## src/design/booth_defs.svh

```systemverilog
// width macros for the radix-4 Booth fixed-width multiplier
// and the counts that follow from the operand width
`ifndef BOOTH_DEFS_SVH
`define BOOTH_DEFS_SVH

// operand and result width, must be even
`define MUL_WIDTH 24

// one radix-4 digit per pair of multiplier bits
`define BOOTH_DIGITS (`MUL_WIDTH / 2)

// lowest full-product column that survives truncation
`define KEEP_LSB (`MUL_WIDTH - 2)

// a kept row spans columns KEEP_LSB up to 2N-1
`define ROW_WIDTH (`MUL_WIDTH + 2)

// wide enough to count every digit as nonzero
`define COMP_WIDTH $clog2(`BOOTH_DIGITS + 1)

`endif

```

## src/design/booth_pkg.sv

```systemverilog
// operand, partial-product row, carry-save pair and stage payload types
// shared by all stages of the Booth multiplier pipeline
`include "booth_defs.svh"

package booth_pkg;

  // one signed operand, the product uses the same fixed-point format
  typedef logic signed [`MUL_WIDTH-1:0] mul_operand_t;

  // both operands of one multiply travel together on the input stream
  typedef struct packed {
    mul_operand_t x;
    mul_operand_t y;
  } mul_in_t;

  // a partial-product row cut down to columns KEEP_LSB .. 2N-1
  // bit 0 of the row sits at column KEEP_LSB
  typedef logic [`ROW_WIDTH-1:0] pp_row_t;

  // half the nonzero digit count, added in as truncation compensation
  typedef logic [`COMP_WIDTH-1:0] comp_cnt_t;

  // payload of the encoder stage
  // row i belongs to digit i, comp enters at the lowest kept column
  typedef struct packed {
    pp_row_t [`BOOTH_DIGITS-1:0] rows;
    comp_cnt_t                   comp;
  } pp_rows_t;

  // redundant result of the carry-save tree
  // the carry vector is already aligned, so the value is sum + carry
  typedef struct packed {
    pp_row_t sum;
    pp_row_t carry;
  } csa_pair_t;

endpackage

```

## src/design/booth_encoder.sv

```systemverilog
// first pipeline stage with radix-4 Booth recoding, exact row negation,
// column truncation and the compensation count
`include "booth_defs.svh"

module booth_encoder
  import booth_pkg::*;
(
  input  logic     clk,
  input  logic     rst_n,
  input  logic     advance,
  input  logic     in_valid,
  input  mul_in_t  in_data,
  output logic     enc_valid,
  output pp_rows_t enc_rows
);

  // multiplicand sign-extended to the full 2N-bit product width
  logic [2*`MUL_WIDTH-1:0] x_ext;
  // multiplier with the implicit y[-1] = 0 appended below bit 0
  logic [`MUL_WIDTH:0]     y_pad;
  // scratch values reused by every digit of the loop below
  logic [2:0]              win;
  logic [2*`MUL_WIDTH-1:0] mag;
  logic [2*`MUL_WIDTH-1:0] full;
  logic                    neg;
  // one spare bit so that the round-up below cannot overflow
  logic [`COMP_WIDTH:0]    nz_cnt;
  pp_rows_t                rows_d;

  always_comb begin
    x_ext  = {{`MUL_WIDTH{in_data.x[`MUL_WIDTH-1]}}, in_data.x};
    y_pad  = {in_data.y, 1'b0};
    nz_cnt = '0;
    win    = '0;
    mag    = '0;
    full   = '0;
    neg    = 1'b0;
    for (int i = 0; i < `BOOTH_DIGITS; i++) begin
      // window {y[2i+1], y[2i], y[2i-1]} gives digit -2*y[2i+1] + y[2i] + y[2i-1]
      win = y_pad[2*i +: 3];
      case (win)
        3'b001, 3'b010: begin
          mag = x_ext;
          neg = 1'b0;
        end
        3'b011: begin
          mag = x_ext << 1;
          neg = 1'b0;
        end
        3'b100: begin
          mag = x_ext << 1;
          neg = 1'b1;
        end
        3'b101, 3'b110: begin
          mag = x_ext;
          neg = 1'b1;
        end
        default: begin
          // 000 and 111 both recode to a zero digit
          mag = '0;
          neg = 1'b0;
        end
      endcase
      // the negation is exact in 2N bits, no +1 is pushed into the dropped columns
      full = neg ? -mag : mag;
      // each digit weighs 4^i, that is two columns per digit
      full = full << (2*i);
      // keep only columns 2N-1 down to KEEP_LSB
      rows_d.rows[i] = full[2*`MUL_WIDTH-1 -: `ROW_WIDTH];
      if (win != 3'b000 && win != 3'b111) begin
        nz_cnt = nz_cnt + (`COMP_WIDTH+1)'(1);
      end
    end
    // compensation is ceil(nonzero digits / 2)
    rows_d.comp = comp_cnt_t'((nz_cnt + (`COMP_WIDTH+1)'(1)) >> 1);
  end

  // valid follows the shared advance strobe, so a stall freezes the whole pipe
  always_ff @(posedge clk or negedge rst_n) begin
    if (!rst_n) begin
      enc_valid <= 1'b0;
    end else if (advance) begin
      enc_valid <= in_valid;
    end
  end

  always_ff @(posedge clk) begin
    if (advance) begin
      enc_rows <= rows_d;
    end
  end

  // the valid bit must come out of reset clean and stay known for the rest of the run
  a_enc_valid_known: assert property (
    @(posedge clk) disable iff (!rst_n) !$isunknown(enc_valid)
  );

endmodule

```

## src/design/pp_compress.sv

```systemverilog
// second pipeline stage that reduces the truncated rows and the
// compensation term to one sum/carry pair with a chain of 3:2 counters
`include "booth_defs.svh"

module pp_compress
  import booth_pkg::*;
(
  input  logic      clk,
  input  logic      rst_n,
  input  logic      advance,
  input  logic      enc_valid,
  input  pp_rows_t  enc_rows,
  output logic      csa_valid,
  output csa_pair_t csa_out
);

  // running sum and carry after each counter level
  // level 0 is just the first two rows
  pp_row_t lvl_s [`BOOTH_DIGITS];
  pp_row_t lvl_c [`BOOTH_DIGITS];
  // third input of each level, rows 2 .. D-1 and then the comp vector
  pp_row_t addend [`BOOTH_DIGITS-1];
  pp_row_t comp_vec;

  // comp lands on the lowest kept column, which is bit 0 of a row
  assign comp_vec = pp_row_t'(enc_rows.comp);

  assign lvl_s[0] = enc_rows.rows[0];
  assign lvl_c[0] = enc_rows.rows[1];

  for (genvar k = 0; k < `BOOTH_DIGITS-1; k++) begin : g_addend
    if (k < `BOOTH_DIGITS-2) begin : g_row
      assign addend[k] = enc_rows.rows[k+2];
    end else begin : g_comp
      assign addend[k] = comp_vec;
    end
  end

  // ripple of full-adder columns, one level per extra input vector
  // the carry moves one column up and anything above 2N-1 is dropped
  for (genvar k = 0; k < `BOOTH_DIGITS-1; k++) begin : g_lvl
    pp_row_t maj;
    assign maj = (lvl_s[k] & lvl_c[k]) | (lvl_s[k] & addend[k]) |
                 (lvl_c[k] & addend[k]);
    assign lvl_s[k+1] = lvl_s[k] ^ lvl_c[k] ^ addend[k];
    assign lvl_c[k+1] = {maj[`ROW_WIDTH-2:0], 1'b0};
  end

  always_ff @(posedge clk or negedge rst_n) begin
    if (!rst_n) begin
      csa_valid <= 1'b0;
    end else if (advance) begin
      csa_valid <= enc_valid;
    end
  end

  always_ff @(posedge clk) begin
    if (advance) begin
      csa_out.sum   <= lvl_s[`BOOTH_DIGITS-1];
      csa_out.carry <= lvl_c[`BOOTH_DIGITS-1];
    end
  end

  // reference total of one encoder payload, modulo 2^ROW_WIDTH
  function automatic pp_row_t row_total(pp_rows_t r);
    pp_row_t acc;
    acc = pp_row_t'(r.comp);
    for (int i = 0; i < `BOOTH_DIGITS; i++) begin
      acc = acc + r.rows[i];
    end
    return acc;
  endfunction

  // the registered pair must carry the same value as the rows it was built from
  a_csa_preserves_sum: assert property (
    @(posedge clk) disable iff (!rst_n)
    ($past(advance) && $past(enc_valid)) |->
      (pp_row_t'(csa_out.sum + csa_out.carry) == $past(row_total(enc_rows)))
  );

endmodule

```

## src/design/final_adder.sv

```systemverilog
// third pipeline stage with the carry-propagate add, product bit
// selection and the single back-pressure condition of the pipeline
`include "booth_defs.svh"

module final_adder
  import booth_pkg::*;
(
  input  logic         clk,
  input  logic         rst_n,
  input  logic         csa_valid,
  input  csa_pair_t    csa_out,
  input  logic         out_ready,
  output logic         advance,
  output logic         out_valid,
  output mul_operand_t out_data
);

  // bit 0 of the total is column N-2 of the full product
  pp_row_t total;

  assign total = csa_out.sum + csa_out.carry;

  // the whole pipe moves unless a result is waiting on the output
  // bubbles are not squeezed out, every stage shares this one strobe
  assign advance = !out_valid || out_ready;

  always_ff @(posedge clk or negedge rst_n) begin
    if (!rst_n) begin
      out_valid <= 1'b0;
    end else if (advance) begin
      out_valid <= csa_valid;
    end
  end

  // product columns N-1 .. 2N-2 sit at bits 1 .. N of the total
  always_ff @(posedge clk) begin
    if (advance) begin
      out_data <= total[`MUL_WIDTH:1];
    end
  end

  // a stalled result and the carry-save pair behind it must both hold
  // until the consumer takes the result
  a_out_hold: assert property (
    @(posedge clk) disable iff (!rst_n)
    (out_valid && !out_ready) |=>
      ($stable(out_valid) && $stable(out_data) && $stable(csa_valid) && $stable(csa_out))
  );

endmodule

```

## src/design/booth_mul_top.sv

```systemverilog
// top level of the pipelined Booth multiplier
// connects encoder, compressor and final adder in a line
`include "booth_defs.svh"

module booth_mul_top
  import booth_pkg::*;
(
  input  logic         clk,
  input  logic         rst_n,
  input  logic         in_valid,
  input  mul_in_t      in_data,
  input  logic         out_ready,
  output logic         in_ready,
  output logic         out_valid,
  output mul_operand_t out_data
);

  // shared stall strobe, generated next to the output register
  logic      advance;
  logic      enc_valid;
  pp_rows_t  enc_rows;
  logic      csa_valid;
  csa_pair_t csa_out;

  // a new operand pair is taken whenever the pipe moves
  assign in_ready = advance;

  booth_encoder u_booth_encoder (
    .clk       (clk),
    .rst_n     (rst_n),
    .advance   (advance),
    .in_valid  (in_valid),
    .in_data   (in_data),
    .enc_valid (enc_valid),
    .enc_rows  (enc_rows)
  );

  pp_compress u_pp_compress (
    .clk       (clk),
    .rst_n     (rst_n),
    .advance   (advance),
    .enc_valid (enc_valid),
    .enc_rows  (enc_rows),
    .csa_valid (csa_valid),
    .csa_out   (csa_out)
  );

  final_adder u_final_adder (
    .clk       (clk),
    .rst_n     (rst_n),
    .csa_valid (csa_valid),
    .csa_out   (csa_out),
    .out_ready (out_ready),
    .advance   (advance),
    .out_valid (out_valid),
    .out_data  (out_data)
  );

endmodule

```

## config.mk

```make
export PLATFORM = sky130hd
export DESIGN_NAME = booth_mul_top
export DESIGN_NICKNAME = d
export VERILOG_FILES = /design/src/design/booth_pkg.sv /design/src/design/booth_encoder.sv /design/src/design/pp_compress.sv /design/src/design/final_adder.sv /design/src/design/booth_mul_top.sv
export VERILOG_INCLUDE_DIRS = /design/src /design/src/design
export SDC_FILE = /design/constraint.sdc
export NUM_CORES = 1
export LEC_CHECK = 0
export ABC_AREA = 1
export BUFFER_PORTS_ARGS = -buffer_cell sky130_fd_sc_hd__buf_2
export CAP_MARGIN = 0
export CORE_ASPECT_RATIO = 1.4
export CORE_MARGIN = 4
export CORE_UTILIZATION = 30
export DETAILED_ROUTE_END_ITERATION = 6
export PLACE_DENSITY = 0.5
export SETUP_SLACK_MARGIN = 0.15
export SLEW_MARGIN = 20
export SYNTH_ARGS = -nofsm -noshare
export SYNTH_HDL_FRONTEND = slang
export SYNTH_SLANG_ARGS = --single-unit
```

## constraint.sdc

```tcl
create_clock -name clk -period 49.7 [get_ports clk]
set_input_delay 14.91 -clock clk [delete_from_list [all_inputs] [get_ports clk]]
set_output_delay 14.91 -clock clk [all_outputs]
set_load 0.02 [all_outputs]
```

After elaboration in Yosys (flattened, before gate mapping):

Index checks and enable logic that the tools add are counted.
W data, S select, Z words.

* $add $sub $neg: 25
* $mul: 0
* div/mod/pow operators: 0
* magnitude comparators: 0
* equal/unequal tests: 80
* shift-type cells: 0
* mux-type cells: 48
* bitwise logic cells: 77
* reduce and logical (&&, ||, !) cells: 60

Operators by type and width (number)
* $and A24 B24 Y24: 31
* $or A24 B24 Y24: 22
* $xor A25 B25 Y25: 21
* $eq A3 B3 Y1 const B: 33
* $pmux W47 S2: 1
* $pmux W45 S2: 1
* $pmux W43 S2: 1
* $pmux W41 S2: 1
* $pmux W39 S2: 1
* $pmux W37 S2: 1
* $pmux W35 S2: 1
* $eq A3 B2 Y1 const B: 22
* $pmux W33 S2: 1
* $pmux W31 S2: 1
* $add A5 B1 Y5 const B: 12
* $pmux W29 S2: 1
* $mux W5: 11
* $pmux W27 S2: 1
* $pmux W25 S2: 1
* $and A24 B4 Y24: 2
* $mux W47: 1
* $neg A47 Y47: 1
* $mux W45: 1
* $neg A45 Y45: 1
* other kinds (35): 120

* register bits: 380
* bits in latches: 0
* bits in writable memories: 0
* memory bits (read-only): 0
* output and inout bits: 26
* memories kept: 0

Longest topological paths before layout:

Gate-level depths: netlist (run 1).

* depth after elaboration: 33
* depth in mapped cells: 50
* depth with buffers taken out: 49

By module:

Synthesis (run 1) repeated with hierarchy kept, for this count alone.

* cell total of the unflattened synthesis: 2835
* area total of the unflattened synthesis: 28406.0 um^2

By module, submodules not included
* booth_encoder: instances 1, cells each 1996, area each 18457.7 um^2, seq. area each 9514.1 um^2
* pp_compress: instances 1, cells each 438, area each 7334.5 um^2, seq. area each 1556.5 um^2
* final_adder: instances 1, cells each 401, area each 2613.8 um^2, seq. area each 745.7 um^2

Least setup slack after synthesis (run 1):

Ideal clock, no wire load.

* path kind: input-to-output
* start point: input out_ready
* end point: output in_ready
* arrival time: 23.026 ns
* slack: 11.764 ns
* stages on the path: 2
* buffers on the path: 0
* path through: inv_1 > nand2_1

* cells in the longest elaborated chain, start to end: 1

RTL lines
* start: declaration: line booth_mul_top.sv:12 `input logic out_ready,`
* $logic_or A1 B1 Y1: line final_adder.sv:25 `assign advance = !out_valid || out_ready;`
* end: declaration: line booth_mul_top.sv:13 `output logic in_ready,`

No other way between the ends.

Final worst setup path (run 1):

Same ends and word-level chain as after synthesis.

==> impl_summary.log, run 1 <==
INFO  metric outcome = finished, final reports clean
INFO  metric global_route_wire_length_before_repair = 103000 um
INFO  metric effective_utilization_at_floorplan = approximately 30%
INFO  metric wl_per_cell = 16.6 um
INFO  metric route.detailed.vias_per_inst = between 4 and 5
INFO  metric startpoint_type = input port
INFO  metric numCtsBuffers = 42
INFO  metric cts.path.max_buffers = 3
INFO  metric dr_total_vias = 18000
INFO  metric htree_levels = 2
INFO  metric die_y = 364 um
INFO  metric post-route-period-util = 62.1%
INFO  metric largest_net_degree_at_the_start_of_global_routing = 172
INFO  metric grt_usage = 13.7%
INFO  metric drive_gt1_share = 8.52%
INFO  metric synthDistinctLibCells = 59
INFO  metric tritoncts_clock_tree = built
INFO  metric timing_worst_setup_path_type = in -> out
INFO  metric clk_latency = roughly 610 ps
INFO  metric setup_violations = 0
INFO  metric actual_slew_at_the_worst_max_slew_pin = between 1000 and 1500 ps
INFO  metric worst_setup_path_end_kind = primary output
INFO  metric min_path_type = reg -> reg
INFO  metric hold_start = u_pp_compress.csa_valid
INFO  metric placed_cell_area = around 29000 um^2
INFO  metric synth_enable_flop_cells = 376
INFO  metric reg2reg_from = u_booth_encoder.enc_rows[27]
INFO  metric postSynthRegisterBits = around 380
INFO  metric hold_viol = 0
INFO  metric final_design_area_no_fill = 30000 um^2
INFO  metric initial_antenna_violation_count = 4
INFO  metric rsz_0062_raised_after_global_routing = false
INFO  metric worst_clock_skew = about 31 ps
INFO  metric postSynth.asyncResetShare = 0.792%
INFO  metric ctsHoldBuffers = 0
INFO  metric post-cts-setup-buffers = 0
INFO  metric startpoint = out_ready
INFO  metric port-buffer-count = 77
INFO  metric crit_required = 34790 ps
INFO  metric wirelength = roughly 65000 um
INFO  metric maxClockFrequency = about 32 MHz
INFO  metric use_met2 = 26.7%
INFO  metric dr.first_iter.drc_count = between 900 and 1000
INFO  metric die_area = 95300 um^2
INFO  metric post_cts_resize_count = 0
INFO  metric cts.sinks = 379
INFO  metric area_growth = 10.7%
INFO  metric mappedNetlistNets = 3025
INFO  metric cts-root-buf = sky130_fd_sc_hd__clkbuf_16
INFO  metric grt_util_met3 = 1.67%
INFO  metric period_minus_slack = 30860 ps
INFO  metric finalHoldWorstSlack = 454 ps
INFO  metric fin_setup_tns = 0 ps
INFO  metric max-cap-violations = 0
INFO  metric grt_overflow = 0
INFO  metric ys_dominant_reg_cell = sky130_fd_sc_hd__edfxtp_1
INFO  metric layout_commonest_cell = sky130_fd_sc_hd__inv_1
INFO  metric slew_viol_final = 0
INFO  metric hpwl = 49900 um
INFO  metric post_synth_instance_area = 27100 um^2
INFO  metric post_synth_inst_count = 2629
INFO  metric dp.cells = 3812
INFO  metric drt_pass1_iterations = 7
INFO  metric most_used_cells_in_the_layout_excluding_fill_and_tap_cells = 482 x sky130_fd_sc_hd__inv_1, 376 x sky130_fd_sc_hd__edfxtp_1, 302 x sky130_fd_sc_hd__nand2_1, 235 x sky130_fd_sc_hd__fa_1, 191 x sky130_fd_sc_hd__o22ai_1
INFO  metric count_of_unresolved_drc_violations_after_routing = 0
INFO  metric first_global_vias = 18900
INFO  metric fp.dieW = between 200 and 300 um
INFO  metric place.gp.congestion = 0.825
INFO  metric final_cells = 3888
INFO  metric num_rows = 130
INFO  metric path_clk_slew = 60 ps
INFO  metric floorplan.io_pins = 78
INFO  metric nets = a little over 3000
INFO  metric critPathMaxFanout = 68
INFO  metric slew-limit-headroom = between 20% and 30%
INFO  metric synth_seq_area_share = between 40% and 50%
INFO  metric critPathArrivalTime = 15950 ps
INFO  metric synth-warning-count = 0
INFO  metric syn_avg_cell_area = 10.3 um^2
INFO  metric placeableCoreArea = ~90000 um^2
INFO  metric detail-route-antenna-nets = 0
INFO  metric groute.layer.met1.usage = 15.0%
INFO  metric top_usage_layer = met2
## flip-flops by register name, indices dropped and copies added, names as in the netlist
register                   count
u_final_adder.out_valid        1
u_final_adder.out_data        24
u_pp_compress.csa_valid        1
u_pp_compress.csa_out         48
u_booth_encoder.enc_valid      1
u_booth_encoder.enc_rows     304
## synth_stat cells (5+ instances only)
library cell	instances	share of area (%)
sky130_fd_sc_hd__o21bai_1	8	0.22
sky130_fd_sc_hd__o22ai_1	191	4.4
sky130_fd_sc_hd__inv_1	482	6.7
sky130_fd_sc_hd__nor2_1	146	2.0
sky130_fd_sc_hd__clkbuf_1	64	0.89
sky130_fd_sc_hd__a31oi_1	10	0.23
sky130_fd_sc_hd__edfxtp_1	376	42
sky130_fd_sc_hd__nand2_1	303	4.2
sky130_fd_sc_hd__buf_6	5	0.21
sky130_fd_sc_hd__nand4_1	14	0.32
sky130_fd_sc_hd__nand3_1	63	1.2
sky130_fd_sc_hd__o21ai_1	8	0.15
sky130_fd_sc_hd__nor2_2	14	0.32
sky130_fd_sc_hd__nand2_2	16	0.37
sky130_fd_sc_hd__inv_2	20	0.28
sky130_fd_sc_hd__buf_2	20	0.37
sky130_fd_sc_hd__xnor2_1	72	2.3
sky130_fd_sc_hd__o21ai_0	165	3.0
sky130_fd_sc_hd__buf_1	12	0.17
sky130_fd_sc_hd__o31ai_1	19	0.53
sky130_fd_sc_hd__fa_1	235	17
sky130_fd_sc_hd__or2_2	6	0.14
sky130_fd_sc_hd__clkinv_1	8	0.11
sky130_fd_sc_hd__a21oi_1	38	0.70
sky130_fd_sc_hd__or3_1	5	0.12
sky130_fd_sc_hd__nor3_1	13	0.24
sky130_fd_sc_hd__nand3_2	6	0.22
sky130_fd_sc_hd__xor2_1	131	4.2
sky130_fd_sc_hd__ha_1	109	5.0
sky130_fd_sc_hd__nor4_1	17	0.39
## kinds of logic after synthesis
logic type                 synth area share [%]
and+or+nand+nor                            10.0
buffers and inverters                      8.69
AOI/OAI and AO/OA                          10.4
DFF                                        41.9
adders and majority gates                  22.4
xor gates and xnor gates                   6.56
muxes                                    0.0415
## cell type report
cell class              count  area (um^2)
flip-flops and latches    379        11400
multi-input cells        1639        13400
clock buffers              52         1090
inverters                 510         1910
diodes                      2         5.00
fillers                  9071        59600
clock inverters            22          201
well taps                1188         1490
repair buffers             96          541
## final timing paths
path	endpoint	slack (ps)	cells after the start
worst max-delay path	in_ready	18840	4
worst min-delay path	u_final_adder.out_valid	450	2
worst max register to register	u_pp_compress.csa_out[50]	43070	16
worst min register to register	u_final_adder.out_valid	450	2
max in group asynchronous	u_final_adder.out_valid	35480	1
min in group asynchronous	u_booth_encoder.enc_valid	14110	1
## metal layers
| metal | part of all wire (%) | up-vias |
|---|---|---|
| li1 | - | 8783 |
| met1 | 39 | 8771 |
| met2 | 55 | 284 |
| met3 | 2.7 | 113 |
| met4 | 3.3 | 6 |
| met5 | 0.062 | - |
## worst max-delay path, stage by stage
cell                      delay, ps
sky130_fd_sc_hd__buf_2           70
sky130_fd_sc_hd__inv_1           50
sky130_fd_sc_hd__nand2_4        610
sky130_fd_sc_hd__buf_2          300
## per-stage QoR
step	setup WS, ps	util [%]
after floorplan	11760	-
after global placement	18750	32.0
after detailed placement	18750	32.0
after CTS	18760	33.5
after global routing	18720	33.5
final	18840	33.5
Power of run 1 is left out: the tool's default activity adds up to more than one toggle a clock period on the data nets, which glitch-free logic cannot reach.
==> run 2, diff against run 1 <==
--- a/config.mk
+++ b/config.mk
@@ -6,14 +6,14 @@
 export SDC_FILE = /design/constraint.sdc
 export NUM_CORES = 1
 export LEC_CHECK = 0
-export ABC_AREA = 1
+export ABC_AREA = 0
 export BUFFER_PORTS_ARGS = -buffer_cell sky130_fd_sc_hd__buf_2
 export CAP_MARGIN = 0
 export CORE_ASPECT_RATIO = 1.4
 export CORE_MARGIN = 4
 export CORE_UTILIZATION = 30
 export DETAILED_ROUTE_END_ITERATION = 6
-export PLACE_DENSITY = 0.5
+export PLACE_DENSITY = 0.52
 export SETUP_SLACK_MARGIN = 0.15
 export SLEW_MARGIN = 20
 export SYNTH_ARGS = -nofsm -noshare
==> constraint.sdc (replaced) <==
create_clock -name clk -period 25.5 [get_ports clk]
set_input_delay 7.65 -clock clk [delete_from_list [all_inputs] [get_ports clk]]
set_output_delay 7.65 -clock clk [all_outputs]
set_load 0.02 [all_outputs]
==> run 2 against run 1 <==
Compared with the run above: synthesized area is 2.3% higher; routed wire length rose by 17%; cell area increased by 2.3%; synthesized cell count shrank 5.7%; worst hold slack improved by 7.8 ps; core utilization increased by 0.096 points; die area grew 2.3%; clock skew shrank 15 ps; sequential share of layout area is 0.87 points lower; critical path type unchanged; critical endpoint unchanged.
==> impl_summary.log, run 2 <==
INFO  metric outcome = finished, final reports clean
INFO  metric worst_clock_skew = 15.9 ps (-15.4 ps)
INFO  metric grt_usage = 15.4% (+1.7 points)
INFO  metric tritoncts_clock_tree = built
INFO  metric fin_setup_tns = 0 ps (unchanged)
INFO  metric drive_gt1_share = 10.5% (+2.0 points)
INFO  metric post_synth_instance_area = 27700 um^2 (+2.3%)
INFO  metric yosysMostFrequentCell = sky130_fd_sc_hd__edfxtp_1
INFO  metric yosysTopAreaCell = sky130_fd_sc_hd__edfxtp_1
INFO  metric final_cells = 3690 (-5.1%)
INFO  metric path_clk_slew = 60 ps (about the same)
INFO  metric dr.first_iter.drc_count = 1794 (+86%)
INFO  metric clk_latency = 590 ps (-20 ps)
INFO  metric placeableCoreArea = 91500 um^2 (+2.0%)
INFO  metric critPathMaxFanout = 66 (-2.9%)
INFO  metric route.detailed.vias_per_inst = 5.29 (+14%)
INFO  metric actual_slew_at_the_worst_max_slew_pin = 1090 ps (-102 ps)
INFO  metric synthDistinctLibCells = 86 (+46%)
INFO  metric largest_register_ff_count = 304 (unchanged)
INFO  metric mappedNetlistNets = 2875 (-5.0%)
INFO  metric wl_per_cell = 20.6 um (+24%)
INFO  metric hpwl = 56000 um (+12%)
INFO  metric num_rows = 131 (+0.77%)
INFO  metric area_growth = 10.8% (about the same)
INFO  metric count_of_unresolved_drc_violations_after_routing = 0 (unchanged)
INFO  metric cts.sinks = 379 (unchanged)
INFO  metric startpoint = out_ready
INFO  metric global_route_wire_length_before_repair = 120000 um (+17%)
INFO  metric period_minus_slack = ~17000 ps
INFO  metric setup_violations = 0 (unchanged)
INFO  metric worst_setup_path_end_kind = primary output
INFO  metric floorplan.io_pins = 78 (unchanged)
INFO  metric synth_top_area_share = 40.7% (-0.95 points)
INFO  metric critPathArrivalTime = 8890 ps (-7060 ps)
INFO  metric rsz_0062_raised_after_global_routing = false
INFO  metric largest_net_degree_at_the_start_of_global_routing = 168 (-2.3%)
INFO  metric htree_levels = 2 (unchanged)
INFO  metric wirelength = 75900 um (+17%)
INFO  metric die_y = 368 um (+1.1%)
INFO  metric crit_path_end = in_ready
INFO  metric dr_total_vias = 19500 (+8.7%)
INFO  metric cts-root-buf = sky130_fd_sc_hd__clkbuf_16
INFO  metric effective_utilization_at_floorplan = 30.3% (+0.082 points)
INFO  metric grt_overflow = 0 (unchanged)
INFO  metric startpoint_type = input port
INFO  metric post-cts-setup-buffers = 0 (unchanged)
INFO  metric initial_antenna_violation_count = 3 (-1)
INFO  metric slew-limit-headroom = 27.7% (+6.8 points)
INFO  metric reg2reg_from = u_booth_encoder.enc_rows[27]
INFO  metric cts.path.max_buffers = 3 (unchanged)
INFO  metric hold_viol = 0 (unchanged)
INFO  metric slew_viol_final = 0 (unchanged)
INFO  metric layout_commonest_cell = sky130_fd_sc_hd__edfxtp_1
INFO  metric first_global_vias = 20200 (+6.6%)
INFO  metric crit_required = 17850 ps (-16940 ps)
INFO  metric nets = 2854 (-6.9%)
INFO  metric timing.reg2reg.worst_path_depth = 16 (unchanged)
INFO  metric die_area = 97500 um^2 (+2.3%)
INFO  metric drt_pass1_iterations = 6 (-1)
INFO  metric dp.cells = 3608 (-5.4%)
INFO  metric numCtsBuffers = 45 (+7.1%)
INFO  metric ys_top_cells_by_count = 376 x sky130_fd_sc_hd__edfxtp_1, 235 x sky130_fd_sc_hd__fa_1, 178 x sky130_fd_sc_hd__inv_1
INFO  metric postSynth.asyncResetShare = 0.792% (unchanged)
INFO  metric syn_avg_cell_area = 11.2 um^2 (+8.5%)
INFO  metric min_path_type = reg -> reg
INFO  metric layout_top_registers = u_booth_encoder.enc_rows: 304 flops, u_pp_compress.csa_out: 48 flops, u_final_adder.out_data: 24 flops
INFO  metric synth_seq_area_share = 41.0% (-0.95 points)
INFO  metric fp.dieW = 265 um (+1.1%)
INFO  metric port-buffer-count = 77 (unchanged)
INFO  metric worst_r2r_endpoint = u_pp_compress.csa_out[50]
INFO  metric place.gp.congestion = 0.837 (+1.5%)
INFO  metric synth-warning-count = 0 (unchanged)
INFO  metric largest_register = u_booth_encoder.enc_rows
INFO  metric r2r_setup_slack = 19160 ps (-23910 ps)
INFO  metric detail-route-antenna-nets = 0 (unchanged)
INFO  metric timing_worst_setup_path_type = in -> out
INFO  metric maxClockFrequency = 60.5 MHz
INFO  metric max-cap-violations = 0 (unchanged)
INFO  metric post_synth_inst_count = 2479 (-5.7%)
INFO  metric netlist_top_cells_area = sky130_fd_sc_hd__edfxtp_1 41%, sky130_fd_sc_hd__fa_1 17%, sky130_fd_sc_hd__ha_1 4.9%
INFO  metric ys_dominant_reg_cell = sky130_fd_sc_hd__edfxtp_1
INFO  metric post-route-period-util = 64.9%
INFO  metric postSynthRegisterBits = 379 (unchanged)
INFO  metric most_used_cells_in_the_layout_excluding_fill_and_tap_cells = 376 x sky130_fd_sc_hd__edfxtp_1, 235 x sky130_fd_sc_hd__fa_1, 178 x sky130_fd_sc_hd__inv_1, 173 x sky130_fd_sc_hd__nand2_1, 172 x sky130_fd_sc_hd__a21oi_1
INFO  metric post_cts_resize_count = 0 (unchanged)
INFO  metric ctsHoldBuffers = 0 (unchanged)
INFO  metric synth_enable_flop_cells = 376 (unchanged)
[run 2: cell count changes after synthesis, sizes merged, moves of 26 or more]
cell,before,now
a21oi,39,173
a22oi,4,155
clkbuf,64,149
inv,502,179
nand2,319,174
nand2b,0,26
nand3,69,19
nor2,162,135
nor3,16,56
o21ai,176,109
o22ai,191,27
xnor2,72,134
xor2,131,48
[run 2: cells by family (layout without fill, tap and decap cells)]
| kind of cell | count (synthesis) | count (layout) | synth area share, % |
|---|---|---|---|
| multiplexers | 38 | 38 | 1.52 |
| adder cells (fa/ha/maj) | 344 | 344 | 21.9 |
| XOR/XNOR | 186 | 186 | 6.28 |
| AND/OR/NAND/NOR | 513 | 513 | 8.68 |
| buffers and inverters | 363 | 374 | 5.00 |
| AO/OA/AOI/OAI | 656 | 656 | 15.7 |
| other | 0 | 3 | 0 |
| flip-flops | 379 | 379 | 41.0 |
[run 2: through the flow]
| stage | setup slack, ps | hold slack (ps) | instance area [um^2] | utilization [%] |
|---|---|---|---|---|
| final | 8960 | 462 | 30700 | 33.6 |
| after global routing | 8860 | 485 | 30700 | 33.6 |
| after CTS | 8910 | 468 | 30700 | 33.6 |
| after detailed placement | 8910 | 453 | 29200 | 32.0 |
| after global placement | 8930 | 445 | 29200 | 32.0 |
| after floorplan | 1020 | 430 | 27700 | - |
[run 2: how the worst min path moves through the flow]
| stage | from | end | cells past startpoint |
|---|---|---|---|
| after floorplan | u_pp_compress.csa_valid | u_final_adder.out_valid | 1 |
| after global placement | u_pp_compress.csa_valid | u_final_adder.out_valid | 1 |
| final | u_pp_compress.csa_valid | u_final_adder.out_valid | 1 |
| after detailed placement | u_pp_compress.csa_valid | u_final_adder.out_valid | 1 |
| after CTS | u_pp_compress.csa_valid | u_final_adder.out_valid | 1 |
| after global routing | u_pp_compress.csa_valid | u_final_adder.out_valid | 1 |
[run 2: per-layer routing]
layer  GRT usage, %  wire (um)  vias up
met4           5.39       2710        4
met5              0         14        -
met1           17.8      28800     9891
li1               -          -     8792
met2           28.8      40600      668
met3           1.97       3710      156
[run 2: final cells by class]
type                            instances  area, um^2
Fill cell                            9072       60700
Multi-Input combinational cell       1737       15000
Sequential cell                       379       11400
Tap cell                             1197        1500
Clock buffer                           54        1200
Timing Repair Buffer                  114         688
Inverter                              181         679
Clock inverter                         25         274
Antenna cell                            3        7.51
[run 2: critical path: stages]
cell                       delay [ps]
sky130_fd_sc_hd__buf_2             80
sky130_fd_sc_hd__nand2b_4         730
sky130_fd_sc_hd__buf_2            380
Power of run 2 is left out for the same reason.
